`src/exec_pkg.sv`:
```
`default_nettype none

package exec_pkg;

    localparam int word_width = 64;

    typedef logic [word_width-1:0]         word_t;
    typedef logic [31:0]                   imm_t;
    typedef logic [$clog2(word_width)-1:0] shamt_t;  // in-range shift amount
    typedef logic [5:0]                    opcode_t;

    localparam opcode_t op_add  = 6'd0;
    localparam opcode_t op_sub  = 6'd1;
    localparam opcode_t op_shl  = 6'd2;
    localparam opcode_t op_shr  = 6'd3;
    localparam opcode_t op_pass = 6'd4;
    localparam opcode_t op_load = 6'd5;
    localparam opcode_t op_call = 6'd6;   // passes a, no jump
    localparam opcode_t op_ret  = 6'd7;   // passes a, no jump
    localparam opcode_t op_eq   = 6'd8;
    localparam opcode_t op_lt   = 6'd9;
    localparam opcode_t op_gt   = 6'd10;
    localparam opcode_t op_nf1  = 6'd11;
    localparam opcode_t op_f1f2 = 6'd12;
    localparam opcode_t op_f1   = 6'd13;
    localparam opcode_t op_jmp  = 6'd14;
    localparam opcode_t op_bf1  = 6'd15;

    // shared by the receive and send sides
    typedef enum logic [1:0]
    {
        idle,
        ack_high,
        wait_low
    } hs_state_t;

endpackage

`default_nettype wire

```
`src/exec_alu.sv`:
```
`timescale 1ns/1ps
`default_nettype none

module exec_alu (
    input  exec_pkg::opcode_t  cmd_op,
    input  exec_pkg::word_t    cmd_a,
    input  exec_pkg::word_t    cmd_b,
    input  exec_pkg::word_t    cmd_target,
    input  exec_pkg::imm_t     cmd_value,
    input  wire                cmd_high,
    input  wire                f1,
    input  wire                f2,
    output exec_pkg::word_t    res_data,
    output logic               res_cond,
    output logic               res_jump,
    output exec_pkg::word_t    res_addr
);
    import exec_pkg::*;

    logic                  is_sub;
    word_t                 b_in;
    word_t                 sum;
    shamt_t                amount;
    logic                  over_shift;
    logic [word_width-1:0] shl_res;
    logic [word_width-1:0] shr_res;
    word_t                 load_res;

    // one adder for add and sub
    assign is_sub = (cmd_op == op_sub);
    assign b_in   = cmd_b ^ {word_width{is_sub}};
    assign sum    = cmd_a + b_in + word_t'(is_sub);  // carry in completes two's complement

    assign amount     = cmd_b[$bits(shamt_t)-1:0];
    assign over_shift = |cmd_b[word_width-1:$bits(shamt_t)];

    // shift the inverted word so vacated bits come back as ones
    always_comb
    begin
        if (over_shift)
        begin
            shl_res = '1;
            shr_res = '1;
        end
        else
        begin
            shl_res = ~((~cmd_a) << amount);
            shr_res = ~((~cmd_a) >> amount);
        end
    end

    assign load_res = cmd_high ? {cmd_value, cmd_a[31:0]}
                               : {cmd_a[63:32], cmd_value};

    always_comb
    begin
        case (cmd_op)
            op_add, op_sub:
                res_data = sum;
            op_shl:
                res_data = shl_res;
            op_shr:
                res_data = shr_res;
            op_pass, op_call, op_ret:
                res_data = cmd_a;
            op_load:
                res_data = load_res;
            default:
                res_data = '0;  // compares, flag ops, jumps
        endcase
    end

    always_comb
    begin
        case (cmd_op)
            op_eq:
                res_cond = (cmd_a == cmd_b);
            op_lt:
                res_cond = (cmd_a < cmd_b);     // unsigned
            op_gt:
                res_cond = (cmd_a > cmd_b);
            op_nf1:
                res_cond = !f1;
            op_f1f2:
                res_cond = f1 && f2;
            op_f1:
                res_cond = f1;
            default:
                res_cond = 1'b0;
        endcase
    end

    assign res_jump = (cmd_op == op_jmp) || ((cmd_op == op_bf1) && f1);
    assign res_addr = res_jump ? cmd_target : '0;

endmodule

`default_nettype wire

```
`src/exec_cmd_in.sv`:
```
`timescale 1ns/1ps
`default_nettype none

module exec_cmd_in (
    input  wire                clock,
    input  wire                arst_n,
    input  wire                in_req,
    output logic               in_ack,
    input  exec_pkg::opcode_t  in_op,
    input  exec_pkg::word_t    in_a,
    input  exec_pkg::word_t    in_b,
    input  exec_pkg::word_t    in_target,
    input  exec_pkg::imm_t     in_value,
    input  wire                in_high,
    input  wire                cmd_take,
    output logic               cmd_full,
    output exec_pkg::opcode_t  cmd_op,
    output exec_pkg::word_t    cmd_a,
    output exec_pkg::word_t    cmd_b,
    output exec_pkg::word_t    cmd_target,
    output exec_pkg::imm_t     cmd_value,
    output logic               cmd_high
);
    import exec_pkg::*;

    hs_state_t state;
    logic      capture;

    // ack low and slot free
    assign capture = (state == idle) && in_req && !cmd_full;
    assign in_ack  = (state == ack_high);

    always_ff @(posedge clock or negedge arst_n)
    begin
        if (!arst_n)
        begin
            state    <= idle;
            cmd_full <= 1'b0;
        end
        else
        begin
            case (state)
                idle:
                begin
                    if (capture)
                        state <= ack_high;
                end
                ack_high:
                begin
                    if (!in_req)
                        state <= idle;  // producer released req
                end
                default:
                    state <= idle;
            endcase

            if (capture)
                cmd_full <= 1'b1;
            else if (cmd_take)
                cmd_full <= 1'b0;   // result side took it
        end
    end

    always_ff @(posedge clock)
    begin
        if (capture)
        begin
            cmd_op     <= in_op;
            cmd_a      <= in_a;
            cmd_b      <= in_b;
            cmd_target <= in_target;
            cmd_value  <= in_value;
            cmd_high   <= in_high;
        end
    end

endmodule

`default_nettype wire

```
`src/exec_flags.sv`:
```
`timescale 1ns/1ps
`default_nettype none

module exec_flags (
    input  wire                clock,
    input  wire                arst_n,
    input  wire                cmd_take,
    input  exec_pkg::opcode_t  cmd_op,
    input  wire                res_cond,
    output logic               f1,
    output logic               f2
);
    import exec_pkg::*;

    logic is_compare;
    logic update;

    always_comb
    begin
        case (cmd_op)
            op_eq, op_lt, op_gt:
                is_compare = 1'b1;
            default:
                is_compare = 1'b0;
        endcase
    end

    // only on the commit edge
    assign update = cmd_take && is_compare;

    // f1 is the newest compare, f2 the one before
    always_ff @(posedge clock or negedge arst_n)
    begin
        if (!arst_n)
        begin
            f1 <= 1'b0;
            f2 <= 1'b0;
        end
        else if (update)
        begin
            f2 <= f1;
            f1 <= res_cond;
        end
    end

endmodule

`default_nettype wire

```
`src/exec_result_out.sv`:
```
`timescale 1ns/1ps
`default_nettype none

module exec_result_out (
    input  wire              clock,
    input  wire              arst_n,
    input  wire              cmd_full,
    output logic             cmd_take,
    input  exec_pkg::word_t  res_data,
    input  wire              res_cond,
    input  wire              res_jump,
    input  exec_pkg::word_t  res_addr,
    output logic             out_req,
    input  wire              out_ack,
    output exec_pkg::word_t  out_data,
    output logic             out_cond,
    output logic             out_jump,
    output exec_pkg::word_t  out_addr
);
    import exec_pkg::*;

    hs_state_t state;

    // register counts as empty only in idle
    assign cmd_take = cmd_full && (state == idle);
    assign out_req  = (state == ack_high);

    always_ff @(posedge clock or negedge arst_n)
    begin
        if (!arst_n)
        begin
            state    <= idle;
            out_jump <= 1'b0;
        end
        else
        begin
            case (state)
                idle:
                begin
                    if (cmd_take)
                        state <= ack_high;
                end
                ack_high:
                begin
                    if (out_ack)
                        state <= wait_low;  // drop req
                end
                wait_low:
                begin
                    if (!out_ack)
                        state <= idle;
                end
                default:
                    state <= idle;
            endcase

            if (cmd_take)
                out_jump <= res_jump;
        end
    end

    always_ff @(posedge clock)
    begin
        if (cmd_take)
        begin
            out_data <= res_data;
            out_cond <= res_cond;
            out_addr <= res_addr;
        end
    end

endmodule

`default_nettype wire

```
`src/exec_unit.sv`:
```
`timescale 1ns/1ps
`default_nettype none

module exec_unit (
    input  wire                clock,
    input  wire                arst_n,
    input  wire                in_req,
    output logic               in_ack,
    input  exec_pkg::opcode_t  in_op,
    input  exec_pkg::word_t    in_a,
    input  exec_pkg::word_t    in_b,
    input  exec_pkg::word_t    in_target,
    input  exec_pkg::imm_t     in_value,
    input  wire                in_high,
    output logic               out_req,
    input  wire                out_ack,
    output exec_pkg::word_t    out_data,
    output logic               out_cond,
    output logic               out_jump,
    output exec_pkg::word_t    out_addr
);
    import exec_pkg::*;

    logic    cmd_full;
    logic    cmd_take;
    opcode_t cmd_op;
    word_t   cmd_a;
    word_t   cmd_b;
    word_t   cmd_target;
    imm_t    cmd_value;
    logic    cmd_high;
    logic    f1;
    logic    f2;
    word_t   res_data;
    logic    res_cond;
    logic    res_jump;
    word_t   res_addr;

    exec_cmd_in u_cmd_in (
        .clock      (clock),
        .arst_n     (arst_n),
        .in_req     (in_req),
        .in_ack     (in_ack),
        .in_op      (in_op),
        .in_a       (in_a),
        .in_b       (in_b),
        .in_target  (in_target),
        .in_value   (in_value),
        .in_high    (in_high),
        .cmd_take   (cmd_take),
        .cmd_full   (cmd_full),
        .cmd_op     (cmd_op),
        .cmd_a      (cmd_a),
        .cmd_b      (cmd_b),
        .cmd_target (cmd_target),
        .cmd_value  (cmd_value),
        .cmd_high   (cmd_high)
    );

    exec_alu u_alu (
        .cmd_op     (cmd_op),
        .cmd_a      (cmd_a),
        .cmd_b      (cmd_b),
        .cmd_target (cmd_target),
        .cmd_value  (cmd_value),
        .cmd_high   (cmd_high),
        .f1         (f1),
        .f2         (f2),
        .res_data   (res_data),
        .res_cond   (res_cond),
        .res_jump   (res_jump),
        .res_addr   (res_addr)
    );

    exec_flags u_flags (
        .clock    (clock),
        .arst_n   (arst_n),
        .cmd_take (cmd_take),
        .cmd_op   (cmd_op),
        .res_cond (res_cond),
        .f1       (f1),
        .f2       (f2)
    );

    exec_result_out u_result_out (
        .clock    (clock),
        .arst_n   (arst_n),
        .cmd_full (cmd_full),
        .cmd_take (cmd_take),
        .res_data (res_data),
        .res_cond (res_cond),
        .res_jump (res_jump),
        .res_addr (res_addr),
        .out_req  (out_req),
        .out_ack  (out_ack),
        .out_data (out_data),
        .out_cond (out_cond),
        .out_jump (out_jump),
        .out_addr (out_addr)
    );

endmodule

`default_nettype wire

```
`config.mk`:
```
export PLATFORM = sky130hd
export DESIGN_NAME = exec_unit
export DESIGN_NICKNAME = d
export VERILOG_FILES = /design/src/exec_pkg.sv /design/src/exec_alu.sv /design/src/exec_cmd_in.sv /design/src/exec_flags.sv /design/src/exec_result_out.sv /design/src/exec_unit.sv
export SDC_FILE = /design/constraint.sdc
export NUM_CORES = 1
export LEC_CHECK = 0
export ABC_AREA = 1
export CAP_MARGIN = 40
export CORE_MARGIN = 2
export CORE_UTILIZATION = 40
export DETAILED_ROUTE_END_ITERATION = 16
export DONT_BUFFER_PORTS = 1
export HOLD_SLACK_MARGIN = 0.08
export PLACE_DENSITY = 0.54
export SYNTH_ARGS = -nofsm -noshare
export SYNTH_HDL_FRONTEND = slang
export SYNTH_SLANG_ARGS = --single-unit
```
`constraint.sdc`:
```
create_clock -name clock -period 23.6 [get_ports clock]
set_clock_uncertainty 0.15 [all_clocks]
set_input_delay 1.18 -clock clock [delete_from_list [all_inputs] [get_ports clock]]
set_output_delay 1.18 -clock clock [all_outputs]
set_load 0.01 [all_outputs]
```
==> results of run 1 <==
## path summary, 6_finish.rpt
check	to	slack (ps)	start
worst max-delay path	u_result_out.out_data[20]	18700	u_cmd_in.cmd_b[0]
worst min-delay path	u_result_out.out_jump	120	arst_n
worst max register to register	u_result_out.out_data[20]	18700	u_cmd_in.cmd_b[0]
worst min register to register	u_result_out.state[1]	360	u_result_out.state[1]
max in group asynchronous	u_flags.f1	23100	arst_n
min in group clock	u_result_out.state[1]	360	u_result_out.state[1]
## worst register-to-register path, cell delays in order, from the launching register on
cell and delay [ps]:
edfxtp_1 320, buf_4 640, buf_4 710, inv_2 540, a21boi_0 480, nand2_1 90
nand2_1 160, nand2_1 100, o21ai_0 180, nand2_1 90, nand2_1 110, nand3_1 90
nand2_1 140, nand2_1 170, a21oi_1 510, nand2_1 160
## power by group
| group | switching [W] | total (W) | internal, W |
|---|---|---|---|
| Sequential | 0.000181 | 0.00110 | 0.000917 |
| Clock | 0.000295 | 0.000775 | 0.000481 |
| Combinational | 0.000837 | 0.00114 | 0.000308 |
| Total | 0.00131 | 0.00302 | 0.00171 |
## Yosys cell counts, types with 18 or more instances
cell      count
o22ai_1      18
o211ai_1     59
o21ai_1     141
edfxtp_1    360
o21ai_0     299
ha_1        135
nand2_1    1020
clkbuf_1     86
nand4_1      35
xor2_1       64
buf_2        47
buf_1        45
inv_1       427
nor3_1       30
nor2_1      316
nand3_1     403
a21oi_1     270
a22oi_1      23
## metrics by stage
step | hold WS, ps | setup WS, ps | cell area [sq um] | total power, W | util [%]
floorplan | 300 | 5550 | 28600 | 0.00183 | -
global route | 108 | 18500 | 31100 | 0.00316 | 44.2
detailed placement | 341 | 18870 | 29500 | 0.00222 | 41.8
global placement | 335 | 18910 | 29300 | 0.00221 | 41.6
CTS | 111 | 18860 | 31100 | 0.00300 | 44.2
finish | 124 | 18700 | 31100 | 0.00302 | 44.2
## area by class of cell
class	instances	area, sq um	share of cell area, %
clock buffers	51	1180	3.79
multi-input cells	2959	15100	48.6
clock inverters	29	455	1.46
diodes	3	7.51	0.0241
well taps	940	1180	3.78
repair buffers	55	543	1.75
inverters	437	1650	5.31
flip-flops and latches	367	11000	35.3
## kinds of logic (layout without fill, tap and decap cells)
logic type      Yosys count  count (layout)
simple gates           1866            1866
other cells               0               3
flops                   367             367
xor+xnor                 65              65
buf+inv                 632             572
fa+ha+maj               136             136
compound gates          876             876
mux                      16              16
## state kept, by name, indices dropped and copies added (netlist names), 2 cells and up
register and count:
u_result_out.out_data 64, u_cmd_in.cmd_b 64, u_cmd_in.cmd_op 6, u_cmd_in.cmd_value 32, u_result_out.out_addr 64, u_cmd_in.cmd_target 64, u_result_out.state 2, u_cmd_in.cmd_a 64
## per-layer routing
layer	global-route usage, %	routed length, microns	part of all wire [%]
met5	0	52	0.038
met4	17.5	8000	5.9
met3	8.88	14900	11
met2	54.9	58900	43
met1	47.2	53800	40
==> results.md, run 1 <==
* Worst Setup End Kind: register
* RSZ-0062 raised after global routing: false
* Area contributors post-synth: edfxtp_1 (38%), nand2_1 (13%), nand3_1 (7.1%), ha_1 (5.9%), inv_1 (5.6%)
* H-tree depth at 2
* Leakage at 12.8 nW
* CORE AREA at ~70000 sq um
* Ratio of cells with drive above 1 in the final layout at 4.36%
* Slew Viols, Final at 0
* Final worst-path cycle share at 20.8%
* CTS Hold Bufs at 0
* Async S/R FF share, synth at under 10%
* Mapped Avg Cell Area at 7.22 sq um
* Total GRT Usage at between 30% and 40%
* Avg WL per Cell at ~28 microns
* CP max stage cell: buf_4
* CP Depth at 15
* 1st-pass router iterations at 7
* Total Routed Length at 136000 microns
* # fillers at ~7400
* Drt drc at 0
* DP Cell Count at 4757
* Post-CTS setup buffers at 0
* Yosys cell types at 55
* Initial Util at 40.6%
* CP Max Fanout at just under 90
* Adder-cell share of the synthesized area at 5.98%
* Yosys top cell area share at 37.8%
* Fin Setup TNS at 0 ps
* Status: completed
* Synthesized cell area at 28600 sq um
* DR vias/cell at 5.94
* Commonest non-fill, non-tap cell in the layout: nand2_1
* CTS Buf Count at 44
* Mapped Cells at 3958
* First-pass GRT wire length at 190000 microns
* Yosys warnings at 0
* Largest net degree at the start of global routing at 167
* Final ANT Viol Nets at 0
* Most frequent CP cell: nand2_1
* Final setup fails at 0
* Final hold vios at 0
* Post-synthesis mux area share at 0.561%
* PD cells at 97.0 nW/um^2
* Die X at 271 microns
* Die area at 73600 sq um
* Largest area contributor in the netlist: edfxtp_1
* Rows at between 90 and 100
* Post-synth EDFFs at 360
* Number of global-route vias before repair at between 20000 and 30000
* Crit path cell chain: buf_4 > buf_4 > inv_2 > a21boi_0 > nand2_1 > nand2_1 > nand2_1 > o21ai_0 > nand2_1 > nand2_1 > nand3_1 > nand2_1 > nand2_1 > a21oi_1 > nand2_1
* Area fraction in compound gates after synthesis at approximately 17%
* Clock latency on the worst-skew pair at 600 ps
* Port Buf Inserts at 0
* FF+latch count, synth at 367
* Via count at 28800
* Synth Area in Simple Gates at around 27%
* Clock Tree Buf Depth at 3
* CP required at 23760 ps
* CP arrival at 5070 ps
* Combinational family with the most area after synthesis: simple AND/OR/NAND/NOR gates
* Worst R2R Path Depth at 15
* Worst-Margin Slew at roughly 1100 ps
* Top delay family on crit path: buffers and inverters
* Iteration-0 DRC Markers at 4208
* Clk sinks at 367
* Post-synthesis to final-layout area growth at 8.86%
* Critical path class: register to register
* Post-DP HPWL at ~110000 microns
* CP Buf/Inv Count at 3
* Synth Area in XOR/XNOR at between 1.5 and 2%
* Net Count, Synth at about 4300
* Crit-path max cell delay at 670 ps
* Slew headroom at 27.2%
* Maxcap violations at 0
* Resized cells post-CTS at 0
* Initial antenna violation count at 12
* Clock slew at reported path FFs at 60 ps
* Ys flop type: edfxtp_1
* CTS tree: yes
* Grt ovf at 0
* # nets final at 4235
* Startpoint Class: register
* Max IR drop VDD at 0.138 mV
* RD Place Congestion at 1.05
* Die Height at 271 microns
* Total I/O pin count at ~370
* FMAX at between 200 and 250 MHz
* Fin cells at 4841
* Crit path time final at roughly 4900 ps
* Seq/Total Area, Yosys at 38.5%
* Hold crit path type: primary input to async pin
* Most frequent cells in the layout: nand2_1 (1020), inv_1 (426), nand3_1 (403)
* Clock Root Buffer: clkbuf_16
No activity file was read; power rests on OpenSTA's default activity.
==> inputs of run 2 (changes only) <==
PLACE_DENSITY = 0.56   (was 0.54)
clock period = 4.1 ns   (was 23.6 ns; I/O delays follow)
==> results.md, run 2 (synthesis gave the netlist of run 1 again) <==
* Crit path time final at 3990 ps
* Slew headroom at 35.9%
* Clock Tree Buf Depth at 3
* Worst R2R Path Depth at 16
* FMAX at roughly 250 MHz
* Status: completed
* CP required at around 4300 ps
* CP Launch Point: u_cmd_in.cmd_op[3]
* CP max stage cell: edfxtp_1
* Crit path cell chain: nor2_4 > nand3_4 > buf_12 > buf_4 > xor2_1 > ha_1 > inv_1 > o21ai_0 > nor2_1 > a21boi_1 > o21ai_0 > buf_4 > a21oi_1 > nand3b_1 > nand3_1 > nand2_1
* Final setup fails at 0
* RD Place Congestion at roughly 1.1
* Critical path class: register to register
* Avg WL per Cell at 27.8 microns
* Leakage at 15.0 nW
* Final ANT Viol Nets at 0
* Clock slew at reported path FFs at 60 ps
* Total Routed Length at 149000 microns
* Worst-Margin Slew at 952 ps
* Drt drc at 0
* Post-DP HPWL at 116000 microns
* Iteration-0 DRC Markers at 3976
* Port Buf Inserts at 0
* Reg2Reg Launch Point: u_cmd_in.cmd_op[3]
* Worst Setup End Kind: register
* Total I/O pin count at between 300 and 400
* DP Cell Count at 4930
* Clk sinks at 367
* Final worst-path cycle share at 97.2%
* First-pass GRT wire length at 209000 microns
* Total power at ~0.018 W
* CP Max Fanout at 33
* Most frequent cells in the layout: nand2_1 (1020), inv_1 (426), nand3_1 (402)
* Top delay family on crit path: simple AND/OR/NAND/NOR gates
* CP Buf/Inv Count at 4
* CORE AREA at 70400 sq um
* Total GRT Usage at 39.3%
* Initial Util at 40.6%
* Commonest non-fill, non-tap cell in the layout: nand2_1
* # nets final at between 4000 and 5000
* Die X at 271 microns
* Via count at 31200
* Hold Worst Slack at 80.9 ps
* Largest net degree at the start of global routing at 127
* Crit-path max cell delay at 450 ps
* Rows at 97
* Initial antenna violation count at 7
* Slew Viols, Final at 0
* Hold crit path type: primary input to register
* CP arrival at 4160 ps
* Ratio of cells with drive above 1 in the final layout at 7.82%
* Worst R2R Setup Slack at 110 ps
* 1st-pass router iterations at 7
* Hold EP: u_cmd_in.cmd_value[19]
* Die Height at 271 microns
* PD cells at between 400 and 500 nW/um^2
* CTS Buf Count at 42
* Maxcap violations at 0
* Number of global-route vias before repair at ~30000
* DR vias/cell at 5.82
* H-tree depth at 2
* Hold_sp: in_value[19]
* Clock Root Buffer: clkbuf_16
* Die area at ~74000 sq um
* CTS tree: yes
* Post-synthesis to final-layout area growth at 25.5%
* Grt ovf at 0
* # fillers at 6945
* Max IR drop VDD at 0.967 mV
* Critical R2R Capture: u_result_out.out_data[59]
* Cell depth of the worst hold path at 1
* Startpoint Class: register
* Clock latency on the worst-skew pair at 610 ps
* Final hold vios at 0
* Fin cells at approximately 5400
[run 2: worst max-delay path by stage]
stage	endpoint	slack, ps	cells after the start
global route	u_result_out.out_data[28]	-10	17
detailed placement	u_result_out.out_data[36]	-60	13
floorplan	u_cmd_in.cmd_a[0]	-2440	1
global placement	u_result_out.out_data[29]	-120	12
finish	u_result_out.out_data[59]	110	16
CTS	u_result_out.out_data[59]	30	16
[run 2: what timing repair did]
| action | in CTS | in global routing |
|---|---|---|
| pin swaps | 0 | 1 |
| gates resized for setup | 1 | 11 |
| buffers inserted | 0 | 5 |
| cloned | 0 | 1 |
| endpoints found under the setup margin | 1 | 31 |
| endpoints found under the hold margin | 276 | 1 |
| hold buffers | 349 | 1 |
[run 2: metal layers]
layer	track usage, %	wire length [microns]	vias up	share of wire (%)
met3	8.16	14600	329	9.8
met4	22.0	9810	6	6.6
met1	52.6	60400	14800	41
met5	0	40	-	0.027
met2	59.3	64000	1803	43
li1	-	-	14300	-
[run 2: cell type report]
type	instances	area (sq um)	share of cell area, %
diodes	2	5.00	0.0140
flip-flops and latches	367	11000	30.6
clock inverters	23	310	0.865
repair buffers	582	5470	15.2
inverters	437	1650	4.61
clock buffers	53	1110	3.10
well taps	940	1180	3.28
multi-input cells	2960	15100	42.2
[run 2: through the flow]
step                      setup slack [ps]  util [%]  instance area (sq um)  setup TNS (ps)
after global placement                -122      43.8                  30800            -216
final                                  115      50.9                  35900               0
after global routing                 -10.4      50.9                  35900           -10.4
after floorplan                      -2440         -                  28600         -564770
after CTS                             31.7      50.8                  35800               0
after detailed placement             -58.6      43.8                  30800           -58.6
[run 2: power by group]
part	switching (W)	total (W)	leakage, nW	internal [W]
clock network	0.00170	0.00397	0.685	0.00227
registers	0.00106	0.00634	3.46	0.00528
logic	0.00517	0.00750	10.9	0.00234
